===== config.mk =====
export PLATFORM = sky130hd
export DESIGN_NAME = csr_unit
export DESIGN_NICKNAME = d
export VERILOG_FILES = /design/src/csr_pkg.sv /design/src/csr_decode.sv /design/src/csr_exec.sv /design/src/csr_regfile.sv /design/src/csr_unit.sv
export VERILOG_INCLUDE_DIRS = /design/src
export SDC_FILE = /design/constraint.sdc
export NUM_CORES = 1
export LEC_CHECK = 0
export ABC_AREA = 1
export BUFFER_PORTS_ARGS = -buffer_cell sky130_fd_sc_hd__buf_2
export CORE_AREA = 5 5 200 202
export CTS_BUF_LIST = sky130_fd_sc_hd__clkbuf_16
export DETAILED_ROUTE_END_ITERATION = 12
export DIE_AREA = 0 0 205 207
export GPL_TIMING_DRIVEN = 0
export MAX_ROUTING_LAYER = met4
export PLACE_DENSITY = 0.7
export SLEW_MARGIN = 20
export SYNTH_ARGS = -nofsm -noshare
export SYNTH_HDL_FRONTEND = slang
export SYNTH_SLANG_ARGS = --single-unit

===== constraint.sdc =====
create_clock -name aclk -period 2.9 [get_ports aclk]
set_input_delay 0.29 -clock aclk [delete_from_list [all_inputs] [get_ports aclk]]
set_output_delay 0.29 -clock aclk [all_outputs]
set_load 0.02 [all_outputs]

===== src/csr_defs.svh =====
// CSR unit constants
// Widths, addresses and encodings

`ifndef CSR_DEFS_SVH
`define CSR_DEFS_SVH

////////////////////////////////////////
// Widths
////////////////////////////////////////

// One RV32 word
`define CSR_XLEN        32
`define CSR_INST_W      32
`define CSR_ADDR_W      12
`define CSR_REG_W       5
`define CSR_FUNCT3_W    3

// Bit positions in the instruction word
`define CSR_RD_LSB      7
`define CSR_FUNCT3_LSB  12
`define CSR_RS1_LSB     15
`define CSR_CSR_LSB     20

// Zicsr funct3 codes, bit 2 marks the immediate forms
`define CSR_F3_RW       3'b001
`define CSR_F3_RS       3'b010
`define CSR_F3_RC       3'b011
`define CSR_F3_RWI      3'b101
`define CSR_F3_RSI      3'b110
`define CSR_F3_RCI      3'b111

////////////////////////////////////////
// Machine CSR map
////////////////////////////////////////

`define CSR_MSTATUS     12'h300
`define CSR_MISA        12'h301
`define CSR_MIE         12'h304
`define CSR_MTVEC       12'h305
`define CSR_MSCRATCH    12'h340
`define CSR_MEPC        12'h341
`define CSR_MCAUSE      12'h342
`define CSR_MTVAL       12'h343
`define CSR_MIP         12'h344
`define CSR_MHARTID     12'hF14

// SD, 22:11, SPP/MPIE, 5:3, SIE/UIE
`define CSR_MSTATUS_WMASK   32'h807F_F9BB
// MXL=1, I extension only
`define CSR_MISA_VAL        32'h4000_0100
// Machine external interrupt, both in mie and mip
`define CSR_MEIP_BIT        11
// Global enable in mstatus
`define CSR_MIE_BIT         3

`endif


===== src/csr_pkg.sv =====
// CSR unit types

`include "csr_defs.svh"

package csr_pkg;

    ////////////////////////////////////////
    // Scalar types
    ////////////////////////////////////////

    // Data word
    typedef logic [`CSR_XLEN-1:0]   xlen_t;
    // 12-bit CSR address
    typedef logic [`CSR_ADDR_W-1:0] csr_addr_t;
    // Integer register index
    typedef logic [`CSR_REG_W-1:0]  reg_idx_t;

    // Operation, values follow funct3
    typedef enum logic [`CSR_FUNCT3_W-1:0] {
        CSR_OP_ILL = 3'b000,
        CSR_OP_RW  = `CSR_F3_RW,
        CSR_OP_RS  = `CSR_F3_RS,
        CSR_OP_RC  = `CSR_F3_RC,
        CSR_OP_RWI = `CSR_F3_RWI,
        CSR_OP_RSI = `CSR_F3_RSI,
        CSR_OP_RCI = `CSR_F3_RCI
    } csr_op_e;

    ////////////////////////////////////////
    // Bundles
    ////////////////////////////////////////

    // Decoded instruction
    typedef struct packed {
        csr_op_e   op;
        csr_addr_t addr;
        xlen_t     operand;
        reg_idx_t  rd;
        logic      write_req;
    } csr_req_t;

    // One-cycle CSR write strobe
    typedef struct packed {
        logic      en;
        csr_addr_t addr;
        xlen_t     data;
    } csr_wr_t;

    // Status exported to the core
    typedef struct packed {
        xlen_t mtvec;
        xlen_t mepc;
        xlen_t mstatus;
        logic  meip;
    } csr_sb_t;

endpackage


===== src/csr_decode.sv =====
// CSR instruction decode

`timescale 1ns/1ps

`include "csr_defs.svh"

module csr_decode import csr_pkg::*; (
    input  logic [`CSR_INST_W-1:0] instbus,
    input  xlen_t                  rs1_val,
    output reg_idx_t               rs1_addr,
    output csr_req_t               req
);

    logic [`CSR_FUNCT3_W-1:0] funct3;
    reg_idx_t                 rs1;
    reg_idx_t                 rd;
    csr_addr_t                csr;
    xlen_t                    zimm_ext;

    ////////////////////////////////////////
    // Field split
    ////////////////////////////////////////

    assign funct3 = instbus[`CSR_FUNCT3_LSB +: `CSR_FUNCT3_W];
    assign rs1    = instbus[`CSR_RS1_LSB +: `CSR_REG_W];
    assign rd     = instbus[`CSR_RD_LSB +: `CSR_REG_W];
    assign csr    = instbus[`CSR_CSR_LSB +: `CSR_ADDR_W];

    // rs1 field doubles as zimm
    assign zimm_ext = {{(`CSR_XLEN-`CSR_REG_W){1'b0}}, rs1};
    // Register file lookup, same cycle
    assign rs1_addr = rs1;

    ////////////////////////////////////////
    // Request build
    ////////////////////////////////////////

    always_comb begin
        req.addr      = csr;
        req.rd        = rd;
        // Immediate forms take zimm
        req.operand   = funct3[2] ? zimm_ext : rs1_val;
        req.op        = CSR_OP_ILL;
        req.write_req = 1'b0;
        case (funct3)
            `CSR_F3_RW:  req.op = CSR_OP_RW;
            `CSR_F3_RS:  req.op = CSR_OP_RS;
            `CSR_F3_RC:  req.op = CSR_OP_RC;
            `CSR_F3_RWI: req.op = CSR_OP_RWI;
            `CSR_F3_RSI: req.op = CSR_OP_RSI;
            `CSR_F3_RCI: req.op = CSR_OP_RCI;
            default:     req.op = CSR_OP_ILL;
        endcase
        // Swaps always write, set/clear only with a nonzero source
        case (req.op)
            CSR_OP_RW, CSR_OP_RWI: req.write_req = 1'b1;
            CSR_OP_ILL:            req.write_req = 1'b0;
            default:               req.write_req = (rs1 != '0);
        endcase
    end

endmodule


===== src/csr_exec.sv =====
// CSR execution FSM

`timescale 1ns/1ps

module csr_exec import csr_pkg::*; (
    input  logic      aclk,
    input  logic      aresetn,
    // Instruction handshake
    input  logic      valid,
    output logic      ready,
    input  csr_req_t  req,
    // Register file read and write
    output csr_addr_t rd_addr,
    input  xlen_t     rd_data,
    output csr_wr_t   wr,
    // Integer register write-back
    output logic      rd_wr_en,
    output reg_idx_t  rd_wr_addr,
    output xlen_t     rd_wr_val
);

    typedef enum logic [1:0] {
        IDLE,
        COMPUTE,
        STORE
    } state_e;

    state_e    state;
    logic      accept;
    csr_req_t  req_r;
    xlen_t     old_r;
    xlen_t     new_val;
    logic      wr_en;
    csr_addr_t wr_addr;
    xlen_t     wr_data;

    assign accept = valid & ready;

    // Old value looked up straight from the decoded address
    assign rd_addr = req.addr;

    ////////////////////////////////////////
    // Capture and new value
    ////////////////////////////////////////

    always_ff @(posedge aclk) begin
        if (accept) begin
            req_r <= req;
            old_r <= rd_data;
        end
    end

    always_comb begin
        case (req_r.op)
            CSR_OP_RW, CSR_OP_RWI: new_val = req_r.operand;
            CSR_OP_RS, CSR_OP_RSI: new_val = old_r | req_r.operand;
            // RISC-V clear rule
            CSR_OP_RC, CSR_OP_RCI: new_val = old_r & ~req_r.operand;
            default:               new_val = old_r;
        endcase
    end

    // Payload launched together with the strobes
    always_ff @(posedge aclk) begin
        if (state == COMPUTE) begin
            wr_addr    <= req_r.addr;
            wr_data    <= new_val;
            rd_wr_addr <= req_r.rd;
            rd_wr_val  <= old_r;
        end
    end

    ////////////////////////////////////////
    // Control FSM
    ////////////////////////////////////////

    always_ff @(posedge aclk or negedge aresetn) begin
        if (!aresetn) begin
            state    <= IDLE;
            ready    <= 1'b0;
            rd_wr_en <= 1'b0;
            wr_en    <= 1'b0;
        end else begin
            case (state)
                IDLE: begin
                    ready <= 1'b1;
                    if (accept) begin
                        ready <= 1'b0;
                        state <= COMPUTE;
                    end
                end
                // Strobes fire here for one cycle
                COMPUTE: begin
                    rd_wr_en <= 1'b1;
                    // Illegal funct3 only writes back
                    wr_en    <= req_r.write_req & (req_r.op != CSR_OP_ILL);
                    state    <= STORE;
                end
                // Let the CSR update settle before the next request
                STORE: begin
                    rd_wr_en <= 1'b0;
                    wr_en    <= 1'b0;
                    if (!rd_wr_en) begin
                        ready <= 1'b1;
                        state <= IDLE;
                    end
                end
                default: state <= IDLE;
            endcase
        end
    end

    assign wr = '{en: wr_en, addr: wr_addr, data: wr_data};

endmodule


===== src/csr_regfile.sv =====
// Machine CSR storage
// Read mux, write masking, interrupt pending

`timescale 1ns/1ps

`include "csr_defs.svh"

module csr_regfile import csr_pkg::*; #(
    parameter int unsigned hart_id = 0
) (
    input  logic      aclk,
    input  logic      aresetn,
    // Asynchronous external interrupt
    input  logic      eirq,
    // Combinational read port
    input  csr_addr_t rd_addr,
    output xlen_t     rd_data,
    // Write strobe from the FSM
    input  csr_wr_t   wr,
    output csr_sb_t   csr_sb
);

    // Writable machine CSRs
    xlen_t      mstatus;
    xlen_t      mie;
    xlen_t      mtvec;
    xlen_t      mscratch;
    xlen_t      mepc;
    xlen_t      mcause;
    xlen_t      mtval;
    xlen_t      mip;

    logic [1:0] eirq_sync;
    logic       meip_set;
    logic       mip_wr;

    ////////////////////////////////////////
    // Interrupt synchronizer
    ////////////////////////////////////////

    always_ff @(posedge aclk or negedge aresetn) begin
        if (!aresetn) begin
            eirq_sync <= 2'b00;
        end else begin
            eirq_sync <= {eirq_sync[0], eirq};
        end
    end

    // Pin, global enable and MEIE all needed
    assign meip_set = eirq_sync[1] & mstatus[`CSR_MIE_BIT] & mie[`CSR_MEIP_BIT];

    ////////////////////////////////////////
    // Software writes
    ////////////////////////////////////////

    always_ff @(posedge aclk or negedge aresetn) begin
        if (!aresetn) begin
            mstatus  <= '0;
            mie      <= '0;
            mtvec    <= '0;
            mscratch <= '0;
            mepc     <= '0;
            mcause   <= '0;
            mtval    <= '0;
        end else if (wr.en) begin
            case (wr.addr)
                // Legal bits only
                `CSR_MSTATUS:  mstatus  <= wr.data & `CSR_MSTATUS_WMASK;
                `CSR_MIE:      mie      <= wr.data;
                `CSR_MTVEC:    mtvec    <= wr.data;
                `CSR_MSCRATCH: mscratch <= wr.data;
                // IALIGN=32
                `CSR_MEPC:     mepc     <= {wr.data[`CSR_XLEN-1:2], 2'b00};
                `CSR_MCAUSE:   mcause   <= wr.data;
                `CSR_MTVAL:    mtval    <= wr.data;
                // misa, mhartid, mip and unknown addresses
                default: ;
            endcase
        end
    end

    assign mip_wr = wr.en & (wr.addr == `CSR_MIP);

    // Pending external interrupt wins over a software write
    always_ff @(posedge aclk or negedge aresetn) begin
        if (!aresetn) begin
            mip <= '0;
        end else if (meip_set) begin
            mip[`CSR_MEIP_BIT] <= 1'b1;
        end else if (mip_wr) begin
            mip <= wr.data;
        end
    end

    ////////////////////////////////////////
    // Read mux
    ////////////////////////////////////////

    always_comb begin
        case (rd_addr)
            `CSR_MSTATUS:  rd_data = mstatus;
            `CSR_MISA:     rd_data = `CSR_MISA_VAL;
            `CSR_MIE:      rd_data = mie;
            `CSR_MTVEC:    rd_data = mtvec;
            `CSR_MSCRATCH: rd_data = mscratch;
            `CSR_MEPC:     rd_data = mepc;
            `CSR_MCAUSE:   rd_data = mcause;
            `CSR_MTVAL:    rd_data = mtval;
            `CSR_MIP:      rd_data = mip;
            `CSR_MHARTID:  rd_data = xlen_t'(hart_id);
            // Unmapped reads as zero
            default:       rd_data = '0;
        endcase
    end

    ////////////////////////////////////////
    // Shared status bus
    ////////////////////////////////////////

    assign csr_sb = '{
        mtvec:   mtvec,
        mepc:    mepc,
        mstatus: mstatus,
        meip:    mip[`CSR_MEIP_BIT]
    };

endmodule


===== src/csr_unit.sv =====
// CSR unit top level

`timescale 1ns/1ps

`include "csr_defs.svh"

module csr_unit import csr_pkg::*; #(
    parameter int unsigned hart_id = 0
) (
    input  logic                   aclk,
    input  logic                   aresetn,
    // External interrupt pin
    input  logic                   eirq,
    // Instruction handshake
    input  logic                   valid,
    output logic                   ready,
    input  logic [`CSR_INST_W-1:0] instbus,
    // rs1 lookup in the integer register file
    output reg_idx_t               rs1_addr,
    input  xlen_t                  rs1_val,
    // Write-back, no back-pressure
    output logic                   rd_wr_en,
    output reg_idx_t               rd_wr_addr,
    output xlen_t                  rd_wr_val,
    // Status to the rest of the core
    output csr_sb_t                csr_sb
);

    csr_req_t  req;
    csr_addr_t rd_addr;
    xlen_t     rd_data;
    csr_wr_t   wr;

    // Zero-latency field split
    csr_decode csr_decode_i (
        .instbus  (instbus),
        .rs1_val  (rs1_val),
        .rs1_addr (rs1_addr),
        .req      (req)
    );

    // Three-state execution
    csr_exec csr_exec_i (
        .aclk       (aclk),
        .aresetn    (aresetn),
        .valid      (valid),
        .ready      (ready),
        .req        (req),
        .rd_addr    (rd_addr),
        .rd_data    (rd_data),
        .wr         (wr),
        .rd_wr_en   (rd_wr_en),
        .rd_wr_addr (rd_wr_addr),
        .rd_wr_val  (rd_wr_val)
    );

    // CSR storage
    csr_regfile #(
        .hart_id (hart_id)
    ) csr_regfile_i (
        .aclk    (aclk),
        .aresetn (aresetn),
        .eirq    (eirq),
        .rd_addr (rd_addr),
        .rd_data (rd_data),
        .wr      (wr),
        .csr_sb  (csr_sb)
    );

endmodule


# Word level (Yosys, flattened, before mapping)
# Index checks and enable logic that the tools add are counted.
[word_totals] reg_bits=415 latch_bits=0 ramBits=0 mem_bits_ro=0 input_bits=68 out_inout_bits=141 elab_cells=105 memories=0
[classes] addsub=0 multipliers=0 n_div=0 magnitude_cmp=0 eq_ne=35 shifts=0 muxes=15 bitwise_logic=9 n_reduce_logical=21
[ops] cell="$pmux 32 s9" n=1
[ops] cell="$eq 12x10->1 const B" n=17
[ops] cell="$pmux 32 s3" n=1
[ops] cell="$and 32x32->32" n=1
[ops] cell="$not 32->32" n=1
[ops] cell="$or 32x32->32" n=1
[ops] cell="$eq 3x3->1 const B" n=7
[ops] cell="$reduce_and 2->1" n=10
[ops] cell="$pmux 3 s6" n=1
[ops] cell="$eq 3x2->1 const B" n=4
[ops] cell="$mux 12" n=1
[ops] cell="$eq 3x1->1 const B" n=3
[ops] cell="$pmux 1 s2" n=4
[ops] cell="$reduce_or 2->1" n=4
[ops] cell="$pmux 2 s3" n=1
[ops] cell="$reduce_bool 2->1" n=3
[ops] cell="$and 1x1->1" n=5
[ops] cell="$mux 5" n=1
[ops] cell="$reduce_bool 5->1" n=1
[ops] cell="$mux 2" n=2
[ops] cell="$logic_not 3->1" n=1
[ops] cell="$mux 1" n=3
[ops] cell="$reduce_bool 3->1" n=1
[ops] cell="$eq 2x1->1 const B" n=1
[ops] cell="other kinds (5)" n=5

# Depth between registers and ports, before layout
[depth] ltp_word=5 ltp_mapped=10 mapped_depth_nobuf=9

# Cells and area by module
# Synthesis repeated with hierarchy kept, for this count alone.
[hier_totals] hier_cells=1970 area_unflattened_um2=18231.2
[by_module_without_submodules] mod="csr_regfile" instances=1 cells_each=1439 area_per_inst_um2=11479.8 seq_area_each_um2=6105.9
[by_module_without_submodules] mod="csr_exec" instances=1 cells_each=426 area_per_inst_um2=6267.3 seq_area_each_um2=5109.9
[by_module_without_submodules] mod="csr_decode" instances=1 cells_each=105 area_per_inst_um2=484.2 seq_area_each_um2=0.0

# Least setup slack after synthesis
# No wires, ideal clock.
[synth_timing] path_type="register to register" start="reg csr_exec_i.ready" end="reg csr_exec_i.state[1]" setup_ns=0.139 arrival_ns=2.805 required_time_ns=2.761 slack_ns=-0.044 stages_incl_launch_ff=6 path_buffers=0 period_less_slack_ns=2.944 path_cell_list="dfrtp_1 -> nand2_1 -> inv_1 -> o21ai_0 -> nor2_1 -> a21oi_1"
[synth_via] elab_chain_cells=3
[synth_lines] item="from (decl)" line="csr_exec.sv:10" source="output logic ready,"
[synth_lines] item="from (signal assigned)" line="csr_exec.sv:80" source="ready <= 1'b0;"
[synth_lines] item="from (signal assigned)" line="csr_exec.sv:86" source="ready <= 1'b1;"
[synth_lines] item="from (signal assigned)" line="csr_exec.sv:88" source="ready <= 1'b0;"
[synth_lines] item="$and 1x1->1" line="csr_exec.sv:37" source="assign accept = valid & ready;"
[synth_lines] item="named net csr_exec_i.accept" line="csr_exec.sv:29" source="logic accept;"
[synth_lines] item="$ne 2x1->1 (no source line)"
[synth_lines] item="$reduce_and 2->1 (no source line)"
[synth_lines] item="to (signal assigned)" line="csr_exec.sv:79" source="state <= IDLE;"
[synth_lines] item="to (signal assigned)" line="csr_exec.sv:89" source="state <= COMPUTE;"
[synth_lines] item="to (signal assigned)" line="csr_exec.sv:97" source="state <= STORE;"
[synth_lines] item="to (decl)" line="csr_exec.sv:28" source="state_e state;"
# The timed path passes the listed nets, and every way through them passes these cells.
# A chain may end at the register's enable or synchronous reset.

# Worst setup path after layout
[layout_timing] start="in instbus[30]" end="reg csr_exec_i.old_r[2], data pin"
[layout_via] elab_chain_cells=2 elab_cells_between_ends=10
[layout_lines] item="from (decl)" line="csr_unit.sv:17" source="input logic [`CSR_INST_W-1:0] instbus,"
[layout_lines] item="$eq 12x10->1" line="csr_regfile.sv:100" source="case (rd_addr)"
[layout_lines] item="$pmux 32 s9 *" line="csr_regfile.sv:100"
[layout_lines] item="named net csr_exec_i.rd_data[2]" line="csr_exec.sv:14" source="input xlen_t rd_data,"
[layout_lines] item="to (signal assigned)" line="csr_exec.sv:49" source="old_r <= rd_data;"
[layout_lines] item="to (decl)" line="csr_exec.sv:31" source="xlen_t old_r;"
# The timed path passes the listed nets; every way through them passes the cells marked *.

==> results.py <==
metrics = {
    "outcome": {
        "status": "complete, no violations",
    },
    "sta": {
        "hold_violations": 0,
        "fin_ws_ns": 0.267,
        "period_share_pct": 90.8,
        "report.final.slew_viol_count": 0,
        "tightest_slew_ns": 1.03,
        "fin_tns_setup_ns": 0,
        "slew_headroom_pct": 31.4,
        "min_period_ns": 2.63,
        "rsz0062_at_grt": "false",
        "skew_ns": 0.0162,
        "max_freq_ghz": 0.380,
        "setup_viol": 0,
        "whs_ns": 0.0205,
    },
    "route": {
        "avgViaCountPerCell": 5.26,
        "wirelength_um": 56400,
        "drc": 0,
        "vias": 14900,
        "ant_nets": 0,
        "wl_per_cell_um": 19.9,
        "dr.pass1.iters": 6,
        "first_iter_violations": 1527,
    },
    "worst_setup_path": {
        "startpoint_type": "input pin",
        "worst-path-buf-inv": 4,
        "max_stage_delay_ns": 0.85,
        "cp.required_ns": 3.29,
        "crit_family": "simple AND/OR/NAND/NOR gates",
        "crit_arrival_ns": 3.03,
        "worst_path_most_repeated_cell": "nand2_1",
        "path_max_fanout": 10,
        "crit_chain": "dlygate4sd3_1 > buf_2 > inv_1 > nand2_1 > nor2_1 > nand2_1 > nor2_2 > buf_4 > nand2_1 > nand2_1 > nor2_1 > nand2_1",
        "worstSetupEndpointType": "register",
        "slowest_stage": "nor2_2",
        "worstSetupPathType": "input pin to register",
    },
    "min_path": {
        "min_path_type": "input pin to register",
    },
    "grt": {
        "first_global_vias": 14500,
        "antenna_found_initial": 0,
        "grt_max_degree": 98,
        "grt_first_pass_wirelength_um": 85200,
        "grt_overflow": 0,
        "grt_usage_pct": 26.9,
    },
    "power_and_ir_drop": {
        "power_leakage_nw": 11.1,
        "power.density_mw_per_mm2": 684,
        "ir_drop_v": 0.000348,
    },
    "finish": {
        "ff_latch_area_sq_mm": 0.0112,
        "nFillCells": 3390,
        "multiInputGateArea_sq_mm": 0.00523,
        "layout_common_cells": "nand2_1, inv_1, dfrtp_1",
        "final_nets": 2356,
        "final_common_cell": "nand2_1",
        "final_cell_area_sq_mm": 0.0213,
        "drive_gt1_share_pct": 14.0,
        "areaGrowthSynthToFinish_pct": 18.2,
        "fin_cells": 2836,
    },
    "yosys": {
        "syn-cell-area_sq_mm": 0.0180,
        "yosysSeqAreaShare_pct": 62.2,
        "synth_top_area_share_pct": 34.5,
        "synthesis.instances": 2013,
        "post-synth-top-area-cell": "dfrtp_1",
        "ys_top_cells_by_area": "dfrtp_1, edfxtp_1, nand2_1",
        "synth.distinct_cells": 28,
        "syn_area_per_cell_sq_um": 8.96,
        "yosys_warnings": 0,
        "ys_ff_latch": 415,
    },
    "cts": {
        "cts-resized-gates": 0,
        "clockRootBuffer": "clkbuf_16",
        "clockBufferDepth": 3,
        "clk_latency_ns": 0.55,
        "clkTransAtPathRegs_ns": 0.06,
        "h-tree-depth": 2,
        "cts_tree": "yes",
        "cts_buffers": 43,
        "cts_sinks": 415,
    },
    "die": {
        "core_area_sq_mm": 0.0381,
        "fp.dieArea_sq_mm": 0.0424,
        "die_h_um": 207,
        "die_w_um": 205,
        "io_pins": 209,
        "start_util_pct": 47.4,
        "num_rows": 72,
    },
    "place": {
        "hpwl_um": 38300,
        "place_congestion": 0.930,
        "post_dp_cell_area_sq_mm": 0.0199,
        "dp_slack_ns": 0.396,
        "portBuffers": 187,
        "dp.cells": 2737,
    },
    "flow_run": {
        "cap_violations": 0,
    },
}
-- cell families (layout without fill, tap and decap cells) --
logic type               after synthesis  in the layout  synth area share (%)
flip-flops                           415            415                  62.2
buffers and inverters                408            699                  9.23
AO/OA/AOI/OAI                        256            256                  7.34
other                                  1             15                0.0208
adder cells (fa/ha/maj)                4              4                 0.277
AND/OR/NAND/NOR                      928            928                  20.9
multiplexers                           1              1                0.0624
-- per-stage QoR --
stage                     total power [mW]  util (%)
after floorplan                       8.64         -
after global placement                9.49      51.7
after detailed placement              9.61      52.1
after CTS                             14.7      56.0
after global routing                  15.2      56.0
final                                 14.6      56.0
-- synth_stat cells --
| cell | number |
|---|---|
| a21oi_1 | 38 |
| a31oi_1 | 1 |
| and3_1 | 1 |
| buf_2 | 38 |
| buf_4 | 23 |
| clkbuf_1 | 57 |
| conb_1 | 1 |
| dfrtp_1 | 249 |
| edfxtp_1 | 166 |
| ha_1 | 4 |
| inv_1 | 287 |
| inv_2 | 3 |
| mux2_2 | 1 |
| nand2_1 | 623 |
| nand3_1 | 166 |
| nand3_2 | 1 |
| nand4_1 | 3 |
| nand4_2 | 1 |
| nor2_1 | 122 |
| nor2_2 | 5 |
| nor3_1 | 1 |
| nor3_2 | 1 |
| nor4_1 | 1 |
| nor4_4 | 2 |
| o21ai_0 | 139 |
| o21ai_1 | 45 |
| o22ai_1 | 33 |
| or2_2 | 1 |
-- layout make-up --
class	count	share of cell area (%)
clock inverter	32	0.604
timing repair buffer	213	6.07
sequential	415	52.6
multi-input combinational	1203	24.5
inverter	290	5.12
clock buffer	46	5.39
buffer	118	2.70
tap	518	3.04
antenna	1	0.0117
-- registers in the layout, summed over array words and instances, names as in the netlist, 30 cells and up --
register and count:
csr_regfile_i.mtval 32, csr_regfile_i.mip 32, csr_regfile_i.mcause 32, csr_exec_i.old_r 32
csr_exec_i.rd_wr_val 32, csr_regfile_i.mtvec 32, csr_regfile_i.mie 32, csr_exec_i.req_r 53
csr_regfile_i.mscratch 32, csr_regfile_i.mepc 30, csr_exec_i.wr_data 32
-- repair_timing --
action,CTS,global route
endpoints found under the hold margin,89,0
buffers inserted,0,0
hold buffers,20,0
-- path summary, 6_finish.rpt --
check | from | end | slack (ns) | cells past startpoint
max | instbus[30] | csr_exec_i.old_r[2] | 0.27 | 12
min | rs1_val[0] | csr_exec_i.req_r[6] | 0.02 | 3
max reg2reg | csr_exec_i.wr_addr[11] | csr_regfile_i.mtvec[16] | 0.64 | 7
min reg2reg | csr_regfile_i.eirq_sync[0] | csr_regfile_i.eirq_sync[1] | 0.35 | 0
max in group asynchronous | aresetn | csr_regfile_i.mtvec[25] | 1.68 | 3
min in group asynchronous | aresetn | csr_regfile_i.mepc[12] | 0.30 | 2
-- worst min-delay path, delay by kind of cell --
kind	cells	cell delay [ns]
simple gates	2	0.09
buf+inv	1	0.07
-- layer usage --
layer | up-vias | GRT usage, % | part of all wire, %
li1 | 6875 | - | -
met1 | 7169 | 34.9 | 40
met2 | 719 | 41.8 | 47
met3 | 148 | 5.74 | 9.3
met4 | 0 | 10.4 | 4.2
met5 | - | - | 0
-- report_power, final --
group,switching (mW),internal [mW]
sequential,0.236,7.01
clock,2.22,2.84
combinational,1.69,0.586
No activity file was read; power rests on OpenSTA's default activity.
